File: src/sysRegPkg.sv
package sysRegPkg;

	// ----------------------------------------------------------
	// data path widths
	// ----------------------------------------------------------

	// one register word
	typedef logic [63:0] regData_t;

	// register index, address bits 6..3 of the system window
	typedef logic [3:0] regIdx_t;

	// byte enables, a zero bit selects the lane
	typedef logic [7:0] byteEn_t;

	// requester tag, returned with the read data
	typedef logic [20:0] reqTag_t;

	// task timer count and reload base
	typedef logic [15:0] timerCount_t;

	// ----------------------------------------------------------
	// access sequencer
	// ----------------------------------------------------------
	typedef enum logic [1:0] {
		IDLE,
		WRITE,
		READ,
		RESPOND
	} accState_t;

	// ----------------------------------------------------------
	// register map
	// ----------------------------------------------------------
	localparam regIdx_t REG_DTR = 4'd0;
	localparam regIdx_t REG_TASK = 4'd3;
	localparam regIdx_t REG_TIMER = 4'd8;

	// count forced by the tick override
	localparam timerCount_t TIMER_OVR_VALUE = 16'd2;

endpackage
File: src/regBusIf.sv
`timescale 1ns/1ns

interface regBusIf;
	import sysRegPkg::*;

	// one-cycle access pulses
	logic wrStrobe;
	logic rdStrobe;

	// access held stable by the sequencer
	regIdx_t idx;
	regData_t wdata;
	byteEn_t be;

	// selected register, combinational from idx
	regData_t rdata;

	modport master (
		output wrStrobe,
		output rdStrobe,
		output idx,
		output wdata,
		output be,
		input rdata
	);

	modport slave (
		input wrStrobe,
		input idx,
		input wdata,
		input be,
		output rdata
	);

	// timer only watches writes
	modport timer (
		input wrStrobe,
		input idx,
		input wdata,
		input be
	);

endinterface

File: src/sysRegUnit.sv
`timescale 1ns/1ns

module sysRegUnit #(
	parameter int WD_WIDTH = 12
) (
	input logic CLK,
	input logic RESETn,
	input logic ACT,
	output logic NEXT,
	input logic CMD,
	input sysRegPkg::regIdx_t IDX,
	input sysRegPkg::regData_t DATO,
	input sysRegPkg::byteEn_t BE,
	input sysRegPkg::reqTag_t TAGO,
	output logic DRDY,
	output sysRegPkg::regData_t DATI,
	output sysRegPkg::reqTag_t TAGI,
	input logic TCK,
	input logic TCKOVR,
	input logic HALT,
	input logic TIMEREN,
	output logic PTINTR
);
	import sysRegPkg::*;

	timerCount_t timerBase;
	timerCount_t timerCount;
	logic wdSwitch;
	logic taskEnable;

	regBusIf bus ();

	// ----------------------------------------------------------
	// requester side
	// ----------------------------------------------------------
	regAccessFsm accessFsm (
		.CLK(CLK),
		.RESETn(RESETn),
		.ACT(ACT),
		.NEXT(NEXT),
		.CMD(CMD),
		.IDX(IDX),
		.DATO(DATO),
		.BE(BE),
		.TAGO(TAGO),
		.DRDY(DRDY),
		.DATI(DATI),
		.TAGI(TAGI),
		.bus(bus.master)
	);

	// ----------------------------------------------------------
	// registers and task timer
	// ----------------------------------------------------------
	taskTimer #(
		.WD_WIDTH(WD_WIDTH)
	) timer (
		.CLK(CLK),
		.RESETn(RESETn),
		.bus(bus.timer),
		.TCK(TCK),
		.TCKOVR(TCKOVR),
		.HALT(HALT),
		.TIMEREN(TIMEREN),
		.taskEnable(taskEnable),
		.timerBase(timerBase),
		.timerCount(timerCount),
		.switchReq(PTINTR),
		.wdSwitch(wdSwitch)
	);

	sysRegFile regFile (
		.CLK(CLK),
		.RESETn(RESETn),
		.bus(bus.slave),
		.timerBase(timerBase),
		.timerCount(timerCount),
		.switchReq(PTINTR),
		.wdSwitch(wdSwitch),
		.taskEnable(taskEnable)
	);

endmodule

File: src/sysRegFile.sv
`timescale 1ns/1ns

module sysRegFile (
	input logic CLK,
	input logic RESETn,
	regBusIf.slave bus,
	input sysRegPkg::timerCount_t timerBase,
	input sysRegPkg::timerCount_t timerCount,
	input logic switchReq,
	input logic wdSwitch,
	output logic taskEnable
);
	import sysRegPkg::*;

	// descriptor table, limit in 63..40 and base in 39..0
	regData_t dtReg;
	// task table, pointer word in 63..32 and status in 31..0
	regData_t taskReg;

	logic [7:0] dtLaneWr;
	logic [7:0] taskLaneWr;
	logic [15:0] ptrLow;
	logic [15:0] ptrLimit;
	logic [15:0] ptrInc;
	logic [15:0] ptrNext;
	logic ptrAdvance;

	// ----------------------------------------------------------
	// write decode
	// ----------------------------------------------------------
	assign dtLaneWr = {8{bus.wrStrobe && (bus.idx == REG_DTR)}} & ~bus.be;
	assign taskLaneWr = {8{bus.wrStrobe && (bus.idx == REG_TASK)}} & ~bus.be;

	// ----------------------------------------------------------
	// task pointer
	// ----------------------------------------------------------
	assign ptrLow = taskReg[47:32];
	assign ptrLimit = taskReg[63:48];
	assign ptrInc = ptrLow + 16'd1;
	// wrap to entry zero when the limit is reached
	assign ptrNext = (ptrInc == ptrLimit) ? 16'd0 : ptrInc;

	// watchdog switches keep the current task
	assign ptrAdvance = switchReq & ~wdSwitch;

	assign taskEnable = taskReg[31];

	always_ff @(posedge CLK) begin
		if (!RESETn) begin
			dtReg <= '0;
			taskReg <= '0;
		end else begin
			for (int i = 0; i < 8; i++) begin
				if (dtLaneWr[i]) begin
					dtReg[8*i +: 8] <= bus.wdata[8*i +: 8];
				end
				if (taskLaneWr[i]) begin
					taskReg[8*i +: 8] <= bus.wdata[8*i +: 8];
				end
			end
			// a host write to a pointer byte takes priority
			if (ptrAdvance && !taskLaneWr[4]) begin
				taskReg[39:32] <= ptrNext[7:0];
			end
			if (ptrAdvance && !taskLaneWr[5]) begin
				taskReg[47:40] <= ptrNext[15:8];
			end
		end
	end

	// ----------------------------------------------------------
	// read mux
	// ----------------------------------------------------------
	always_comb begin
		case (bus.idx)
			REG_DTR: bus.rdata = dtReg;
			REG_TASK: bus.rdata = taskReg;
			REG_TIMER: bus.rdata = {32'd0, timerCount, timerBase};
			default: bus.rdata = '0;
		endcase
	end

	// an in-range pointer stays in range across an advance
	ptrStaysBelowLimit: assert property (@(posedge CLK) disable iff (!RESETn)
		ptrAdvance && !(|taskLaneWr) && (ptrLow < ptrLimit) |=> ptrLow < ptrLimit);

endmodule

File: src/taskTimer.sv
`timescale 1ns/1ns

module taskTimer #(
	parameter int WD_WIDTH = 12
) (
	input logic CLK,
	input logic RESETn,
	regBusIf.timer bus,
	input logic TCK,
	input logic TCKOVR,
	input logic HALT,
	input logic TIMEREN,
	input logic taskEnable,
	output sysRegPkg::timerCount_t timerBase,
	output sysRegPkg::timerCount_t timerCount,
	output logic switchReq,
	output logic wdSwitch
);
	import sysRegPkg::*;

	logic [1:0] baseLaneWr;
	logic reloadFlag;
	logic countFlag;
	logic wdExpired;
	logic [WD_WIDTH-1:0] wdCount;

	// base lives in lanes 0 and 1 of the timer register
	assign baseLaneWr = {2{bus.wrStrobe && (bus.idx == REG_TIMER)}} & ~bus.be[1:0];

	// watchdog fires only when the timer is armed
	assign wdExpired = TIMEREN & taskEnable & (&wdCount);

	always_ff @(posedge CLK) begin
		if (!RESETn) begin
			timerBase <= '0;
			timerCount <= '0;
			reloadFlag <= 1'b0;
			countFlag <= 1'b0;
			switchReq <= 1'b0;
			wdSwitch <= 1'b0;
			wdCount <= '0;
		end else begin
			if (baseLaneWr[0]) begin
				timerBase[7:0] <= bus.wdata[7:0];
			end
			if (baseLaneWr[1]) begin
				timerBase[15:8] <= bus.wdata[15:8];
			end
			// writing the high base byte restarts the timer
			reloadFlag <= baseLaneWr[1];

			if (TCKOVR) begin
				timerCount <= TIMER_OVR_VALUE;
			end else if (reloadFlag) begin
				timerCount <= timerBase;
			end else if (countFlag && (timerCount != '0)) begin
				timerCount <= timerCount - 1'b1;
			end
			countFlag <= TCK & (|timerCount) & TIMEREN & taskEnable & ~HALT;

			// end of count or watchdog, one cycle each
			switchReq <= (countFlag & (timerCount == 16'd1)) | wdExpired;
			wdSwitch <= wdExpired;

			// watchdog runs while the timer sits at zero
			if (timerCount == '0) begin
				wdCount <= wdCount + 1'b1;
			end else begin
				wdCount <= '0;
			end
		end
	end

	countNeverRises: assert property (@(posedge CLK) disable iff (!RESETn)
		!$past(TCKOVR) && !$past(reloadFlag) |-> timerCount <= $past(timerCount));

endmodule

File: src/regAccessFsm.sv
`timescale 1ns/1ns

module regAccessFsm (
	input logic CLK,
	input logic RESETn,
	input logic ACT,
	output logic NEXT,
	input logic CMD,
	input sysRegPkg::regIdx_t IDX,
	input sysRegPkg::regData_t DATO,
	input sysRegPkg::byteEn_t BE,
	input sysRegPkg::reqTag_t TAGO,
	output logic DRDY,
	output sysRegPkg::regData_t DATI,
	output sysRegPkg::reqTag_t TAGI,
	regBusIf.master bus
);
	import sysRegPkg::*;

	accState_t state;
	reqTag_t tagReg;
	logic accept;

	// requests are only taken while idle
	assign NEXT = (state == IDLE);
	assign accept = ACT & NEXT;

	// ----------------------------------------------------------
	// sequencer
	// ----------------------------------------------------------
	always_ff @(posedge CLK) begin
		if (!RESETn) begin
			state <= IDLE;
			bus.wrStrobe <= 1'b0;
			bus.rdStrobe <= 1'b0;
			DRDY <= 1'b0;
		end else begin
			// strobe rises one cycle into WRITE/READ, lasts one cycle
			bus.wrStrobe <= (state == WRITE) & ~bus.wrStrobe;
			bus.rdStrobe <= (state == READ) & ~bus.rdStrobe;
			DRDY <= bus.rdStrobe;
			case (state)
				IDLE: begin
					if (accept) begin
						state <= CMD ? READ : WRITE;
					end
				end
				WRITE: begin
					if (bus.wrStrobe) begin
						state <= IDLE;
					end
				end
				READ: begin
					if (bus.rdStrobe) begin
						state <= RESPOND;
					end
				end
				RESPOND: state <= IDLE;
				default: state <= IDLE;
			endcase
		end
	end

	// ----------------------------------------------------------
	// request capture and response data
	// ----------------------------------------------------------
	always_ff @(posedge CLK) begin
		if (accept) begin
			bus.idx <= IDX;
			bus.wdata <= DATO;
			bus.be <= BE;
			tagReg <= TAGO;
		end
		// read value sampled at the end of the strobe cycle
		if (bus.rdStrobe) begin
			DATI <= bus.rdata;
			TAGI <= tagReg;
		end
	end

	strobeExclusive: assert property (@(posedge CLK) disable iff (!RESETn)
		!(bus.wrStrobe && bus.rdStrobe));

	drdyInRespond: assert property (@(posedge CLK) disable iff (!RESETn)
		DRDY |-> state == RESPOND);

endmodule

File: config.mk
export PLATFORM = sky130hd
export DESIGN_NAME = sysRegUnit
export DESIGN_NICKNAME = d
export VERILOG_FILES = /design/src/sysRegPkg.sv /design/src/regBusIf.sv /design/src/sysRegUnit.sv /design/src/sysRegFile.sv /design/src/taskTimer.sv /design/src/regAccessFsm.sv
export SDC_FILE = /design/constraint.sdc
export NUM_CORES = 1
export LEC_CHECK = 0
export BUFFER_PORTS_ARGS = -buffer_cell sky130_fd_sc_hd__buf_2
export CAP_MARGIN = 10
export CELL_PAD_IN_SITES_DETAIL_PLACEMENT = 1
export CELL_PAD_IN_SITES_GLOBAL_PLACEMENT = 2
export CORE_MARGIN = 2
export CORE_UTILIZATION = 30
export DETAILED_ROUTE_END_ITERATION = 12
export GPL_ROUTABILITY_DRIVEN = 0
export PLACE_DENSITY = 0.73
export SETUP_SLACK_MARGIN = 0.02
export SYNTH_ARGS = -nofsm -noshare
export SYNTH_HDL_FRONTEND = slang
export SYNTH_SLANG_ARGS = --single-unit
File: constraint.sdc
create_clock -name CLK -period 6.6 [get_ports CLK]
set_clock_uncertainty 0.15 [all_clocks]
set_input_delay 0.66 -clock CLK [delete_from_list [all_inputs] [get_ports CLK]]
set_output_delay 0.66 -clock CLK [all_outputs]
set_load 0.01 [all_outputs]
---- Word level (Yosys, flattened, before mapping) ----
Index checks and enable logic that the tools add are counted.
operators by class
  $add $sub $neg .......................... 3
  $mul .................................... 0
  div/mod/pow operators ................... 0
  $lt $le $gt $ge ......................... 0
  eq/ne operators ......................... 10
  shift-type cells ........................ 0
  multiplexer cells ....................... 14
  bitwise gates (word level) .............. 22
  reductions and logical operators ........ 21
operators by type and width
  kind                                                                   count
  64-bit case mux with 3 select lines                                    1
  16-bit two-way mux                                                     3
  8-bit two-way mux                                                      4
  16-bit by 1-bit adder with 16-bit output (second input constant)       1
  8-bit bitwise AND                                                      2
  16-bit by 1-bit == test with 1-bit output (second input constant)      1
  16-bit == test                                                         1
  16-bit zero test                                                       1
  16-bit nonzero test                                                    1
  16-bit OR reduction                                                    1
  16-bit by 1-bit subtractor with 16-bit output (second input constant)  1
  12-bit by 1-bit adder with 12-bit output (second input constant)       1
  12-bit AND reduction                                                   1
  1-bit bitwise AND                                                      11
  2-bit two-way mux                                                      5
  8-bit inverter                                                         1
  2-bit case mux with 4 select lines                                     1
  1-bit logical AND                                                      6
  2-bit nonzero test                                                     3
  1-bit inverter                                                         5
  2-bit == test (second input constant)                                  2
  4-bit by 2-bit == test with 1-bit output (second input constant)       1
  4-bit == test (second input constant)                                  1
  4-bit zero test                                                        1
  other kinds (12)                                                       14
storage, ports and cells
  flip-flop bits (word level) ............. 363
  latch bits .............................. 0
  bits in writable memories ............... 0
  ROM bits ................................ 0
  input port bits ......................... 105
  output and inout port bits .............. 88
  word-level logic and storage cells ...... 105
  memories kept ........................... 0

---- Depth between registers and ports, before layout ----
  depth in word-level cells ............... 6
  depth in mapped cells ................... 9
  gate-level depth less buffers ........... 8

---- Cells and area by module ----
A second synthesis with hierarchy kept.
second synthesis, totals
  cells, all modules ...................... 1270
  area total of the unflattened synthesis .. 14328.7 um^2
modules (own cells, without submodules)
  module        times used  cells an instance  area an instance (um^2)  sequential area each (um^2)
  sysRegFile    1           825                6408.6                   2562.5
  regAccessFsm  1           197                5646.7                   5565.3
  taskTimer     1           248                2273.4                   960.9

---- Least setup slack after synthesis ----
Ideal clock, no wire load.
  kind .................................... input to register
  start point ............................. input ACT
  end point ............................... register accessFsm.bus.be[0] (enable)
  setup time .............................. 0.467 ns
  arrival time ............................ 2.902 ns
  required time ........................... 5.983 ns
  setup slack ............................. 3.081 ns
  cell stages on the path ................. 1
  path buffers ............................ 0
  cell sequence ........................... and2_1
on the way
  cells in the longest elaborated chain, start to end .. 1
ends and longest elaborated chain
  element               line                RTL
  start, declared       sysRegUnit.sv:8     input logic ACT,
  1-bit bitwise AND     regAccessFsm.sv:26  assign accept = ACT & NEXT;
  end signal, assigned  regAccessFsm.sv:71  bus.be <= BE;
  end, declared         regBusIf.sv:23      output be,
Every way passes these cells.
A chain may end at the register's enable or synchronous reset.

---- Worst setup path after layout ----
  start point ............................. register regFile.taskReg[32]
  end point ............................... register regFile.taskReg[43]
on the way
  cells in the longest elaborated chain, start to end .. 4
ends and longest elaborated chain
  element                                       line              RTL
  start, declared                               sysRegFile.sv:18  regData_t taskReg;
  start signal, assigned by index               sysRegFile.sv:58  taskReg[8*i +: 8] <= bus.wdata[8*i +: 8];
  start signal, assigned                        sysRegFile.sv:63  taskReg[39:32] <= ptrNext[7:0];
  16-bit by 1-bit adder with 16-bit output (*)  sysRegFile.sv:39  assign ptrInc = ptrLow + 16'd1;
  16-bit == test                                sysRegFile.sv:41  assign ptrNext = (ptrInc == ptrLimit) ? 16'd0 : ptrInc;
  16-bit two-way mux (*)                        sysRegFile.sv:41
  8-bit two-way mux (*)                         sysRegFile.sv:65  if (ptrAdvance && !taskLaneWr[5]) begin
Mark *: on every way between the ends. The rest lies on a longest branch, timed or not.

==> impl_metrics.csv <==
group,metric,value,unit
routing,postRouteAntennaNets,0,
cts,cts_resized,0,
routing,routed_wirelength,38900,µm
cts,cts_buffer_depth,3,
setup_path,crit_type,"reg2reg",
routing,detail_route.wl_per_cell,18.4,µm
synthesis,synth_fp_nets,1420,
place,post-place-ws,3.16,ns
power,leakagePower,6.00,nW
place,dp_hpwl,25600,µm
timing,finalSetupViolations,0,
timing,worst_pin_slew,1.02,ns
routing,firstDrtPassIters,7,
floorplanning,die_area,48600,µm²
synthesis,syn_avg_cell_area,10.7,µm²
finish,regArea,9090,µm²
finish,diodes,0,
timing,hold_viol,0,
synthesis,netlist.area_leader.share,0.389,
cts,cts_tree,"done",
finish,multi_input_comb_area,4620,µm²
cts,root_buffer,"clkbuf_16",
cts,path_clk_slew,0.06,ns
cts,cts_buffers,42,
timing,rsz0062_at_grt,"no",
grt,grtUsageTotal,0.161,
synthesis,syn_inst,1310,
finish,areaGrowthSynthToFinish,20.4,%
synthesis,synth_ff_type,"edfxtp_1",
timing,final.setup.tns,0,ns
grt,overflow,0,
synthesis,synth_top_area_cell,"edfxtp_1",
grt,first_global_vias,10600,
finish,finish.utilization,0.365,
setup_path,crit_arrival,3.72,ns
synthesis,synth_top_cells_by_area,"edfxtp_1 (39%), dfxtp_1 (26%), nand2_1 (6.5%)",
routing,drcViolationCount,0,
cts,insertion_delay,0.56,ns
grt,antenna_found_initial,0,
synthesis,ys_seq_area_frac,0.647,
floorplanning,die_h,220,µm
routing,vias,10400,
timing,maxSlewHeadroom,0.322,
synthesis,netlist_area,14100,µm²
synthesis,ys_seq_elements,363,
timing,period_share,0.522,
setup_path,cp-end-kind,"flop",
routing,via_per_inst,4.93,
run,drv_cap,0,
power,peakVddDrop,0.000188,V
setup_path,critPathMaxFanout,13,
finish,nFillCells,5151,
grt,grt_pass1_wl,60700,µm
floorplanning,rows,79,
cts,cts_hold_buf,0,
synthesis,synth-edff-count,182,
floorplanning,floorplan.die.width,220,µm
place,portBuffers,192,
finish,drive_gt1_frac,0.183,
worst_hold_path,hold_class,"in2reg",
timing,slew_violations,0,
floorplanning,coreArea,46400,µm²
finish,fin_nets,1583,
power,powerDensity,295,nW/µm²
cts,post_cts_buffers,0,
status,run_status,"completed",
synthesis,yosysWarnings,0,
cts,htree_levels,2,
routing,initialDrtViolationCount,536,
cts,clkSinkCount,363,
floorplanning,floorplan.initialDensity,0.303,
synthesis,yosysUniqueCellTypes,47,
synthesis,synthArstFlopShare,0,
timing,fin_ws,3.16,ns
setup_path,cp.required,6.88,ns
grt,grt_max_degree,137,
setup_path,worst_setup_path_start_kind,"flop",
timing,timing.fmax,290,MHz
floorplanning,io_pins,193,
setup_path,ff2ff_setup_slack,3.16,ns
power,power,0.00498,W
timing,fin_crit,3.44,ns
[Yosys cell counts (3+ instances only)]
cell type	n
nand2_1	245
edfxtp_1	182
dfxtp_1	181
nand3_1	149
a21oi_1	148
clkbuf_1	71
nor2_1	48
a22o_1	32
a22oi_1	32
xnor2_1	32
o21ai_0	24
xor2_1	22
nor4_1	15
nor3_1	14
mux2i_1	12
nor2b_1	12
buf_1	11
a21o_1	8
nand4_1	7
ha_1	5
inv_1	5
nand2b_1	5
a31oi_1	4
and3_1	4
buf_2	4
nor4b_1	4
o211ai_1	4
nand4b_1	3
or4_4	3
[routing by layer]
| layer | up-vias | wire, µm | GRT usage |
|---|---|---|---|
| li1 | 5021 | - | - |
| met1 | 5147 | 18400 | 0.222 |
| met4 | 0 | 784 | 0.0481 |
| met3 | 46 | 1790 | 0.0315 |
| met2 | 208 | 18000 | 0.256 |
| met5 | - | 0 | 0 |
[stage by stage]
step	cell area [µm²]	cells	hold WS, ns
floorplan	14100	1310	0.250
global placement	15600	2036	0.251
detailed placement	15600	2036	0.255
CTS	16900	2113	0.0830
global route	16900	2113	0.0985
finish	16900	2113	0.124
[sequential cells by signal, indices dropped and copies added (netlist names), 2 cells and up]
name,flops
accessFsm.DATI,64
accessFsm.TAGI,21
accessFsm.bus.be,8
accessFsm.bus.idx,4
accessFsm.bus.wdata,64
accessFsm.state,2
accessFsm.tagReg,21
regFile.dtReg,64
regFile.taskReg,64
timer.timerBase,16
timer.timerCount,16
timer.wdCount,12
[where the power goes]
group | internal (W) | leakage, nW | switching, W
registers | 0.00245 | 3.20 | 0.0000565
logic | 0.0000652 | 2.14 | 0.000131
clock network | 0.00136 | 0.653 | 0.000917
[final timing paths]
path                                                        from                           endpoint  depth (start not counted)
worst max-delay path            regFile.taskReg[32]$_SDFFE_PN0P_   regFile.taskReg[43]$_SDFFE_PN0P_                          7
worst min-delay path                                    DATO[52]  accessFsm.bus.wdata[52]$_DFFE_PP_                          1
worst max register to register  regFile.taskReg[32]$_SDFFE_PN0P_   regFile.taskReg[43]$_SDFFE_PN0P_                          7
worst min register to register     accessFsm.tagReg[1]$_DFFE_PP_        accessFsm.TAGI[1]$_DFFE_PP_                          0
[cells in the final DEF, fill, tap and decap left out, types with 4 or more instances in the layout]
master | synthesis | final
a21o_1 | 8 | 8
a21oi_1 | 148 | 148
a22o_1 | 32 | 32
a22oi_1 | 32 | 32
a31oi_1 | 4 | 4
and3_1 | 4 | 4
buf_2 | 4 | 192
buf_4 | 0 | 13
clkbuf_1 | 71 | 16
clkbuf_16 | 0 | 43
clkbuf_8 | 0 | 4
clkinv_2 | 0 | 7
dfxtp_1 | 181 | 180
edfxtp_1 | 182 | 182
ha_1 | 5 | 5
inv_1 | 5 | 5
mux2i_1 | 12 | 12
nand2_1 | 245 | 245
nand2b_1 | 5 | 5
nand3_1 | 149 | 149
nand4_1 | 7 | 7
nor2_1 | 48 | 48
nor2b_1 | 12 | 12
nor3_1 | 14 | 13
nor4_1 | 15 | 14
o211ai_1 | 4 | 4
o21ai_0 | 24 | 24
xnor2_1 | 32 | 32
xor2_1 | 22 | 22
[critical path: stages (launching register included)]
cell,delay (ns)
dfxtp_1,0.46
nand4_1,0.29
or2_2,0.40
or3b_2,0.44
a2bb2o_1,0.28
nand4b_1,0.69
nor2_1,0.46
o21ai_0,0.15
[cell type report]
cell class | instances | share of cell area
Sequential cell | 363 | 0.538
Clock inverter | 14 | 0.00873
Clock buffer | 63 | 0.0704
Inverter | 6 | 0.00141
Timing Repair Buffer | 206 | 0.0638
Multi-Input combinational cell | 854 | 0.273
Tap cell | 607 | 0.0449
[logic make-up after synthesis]
group,synth area share
AOI/OAI and AO/OA,0.111
and+or+nand+nor,0.169
buffers and inverters,0.0257
adders and majority gates,0.00445
muxes,0.00855
xor gates and xnor gates,0.0337
DFF,0.647
Note: power is estimated with default switching activity, not from simulation.
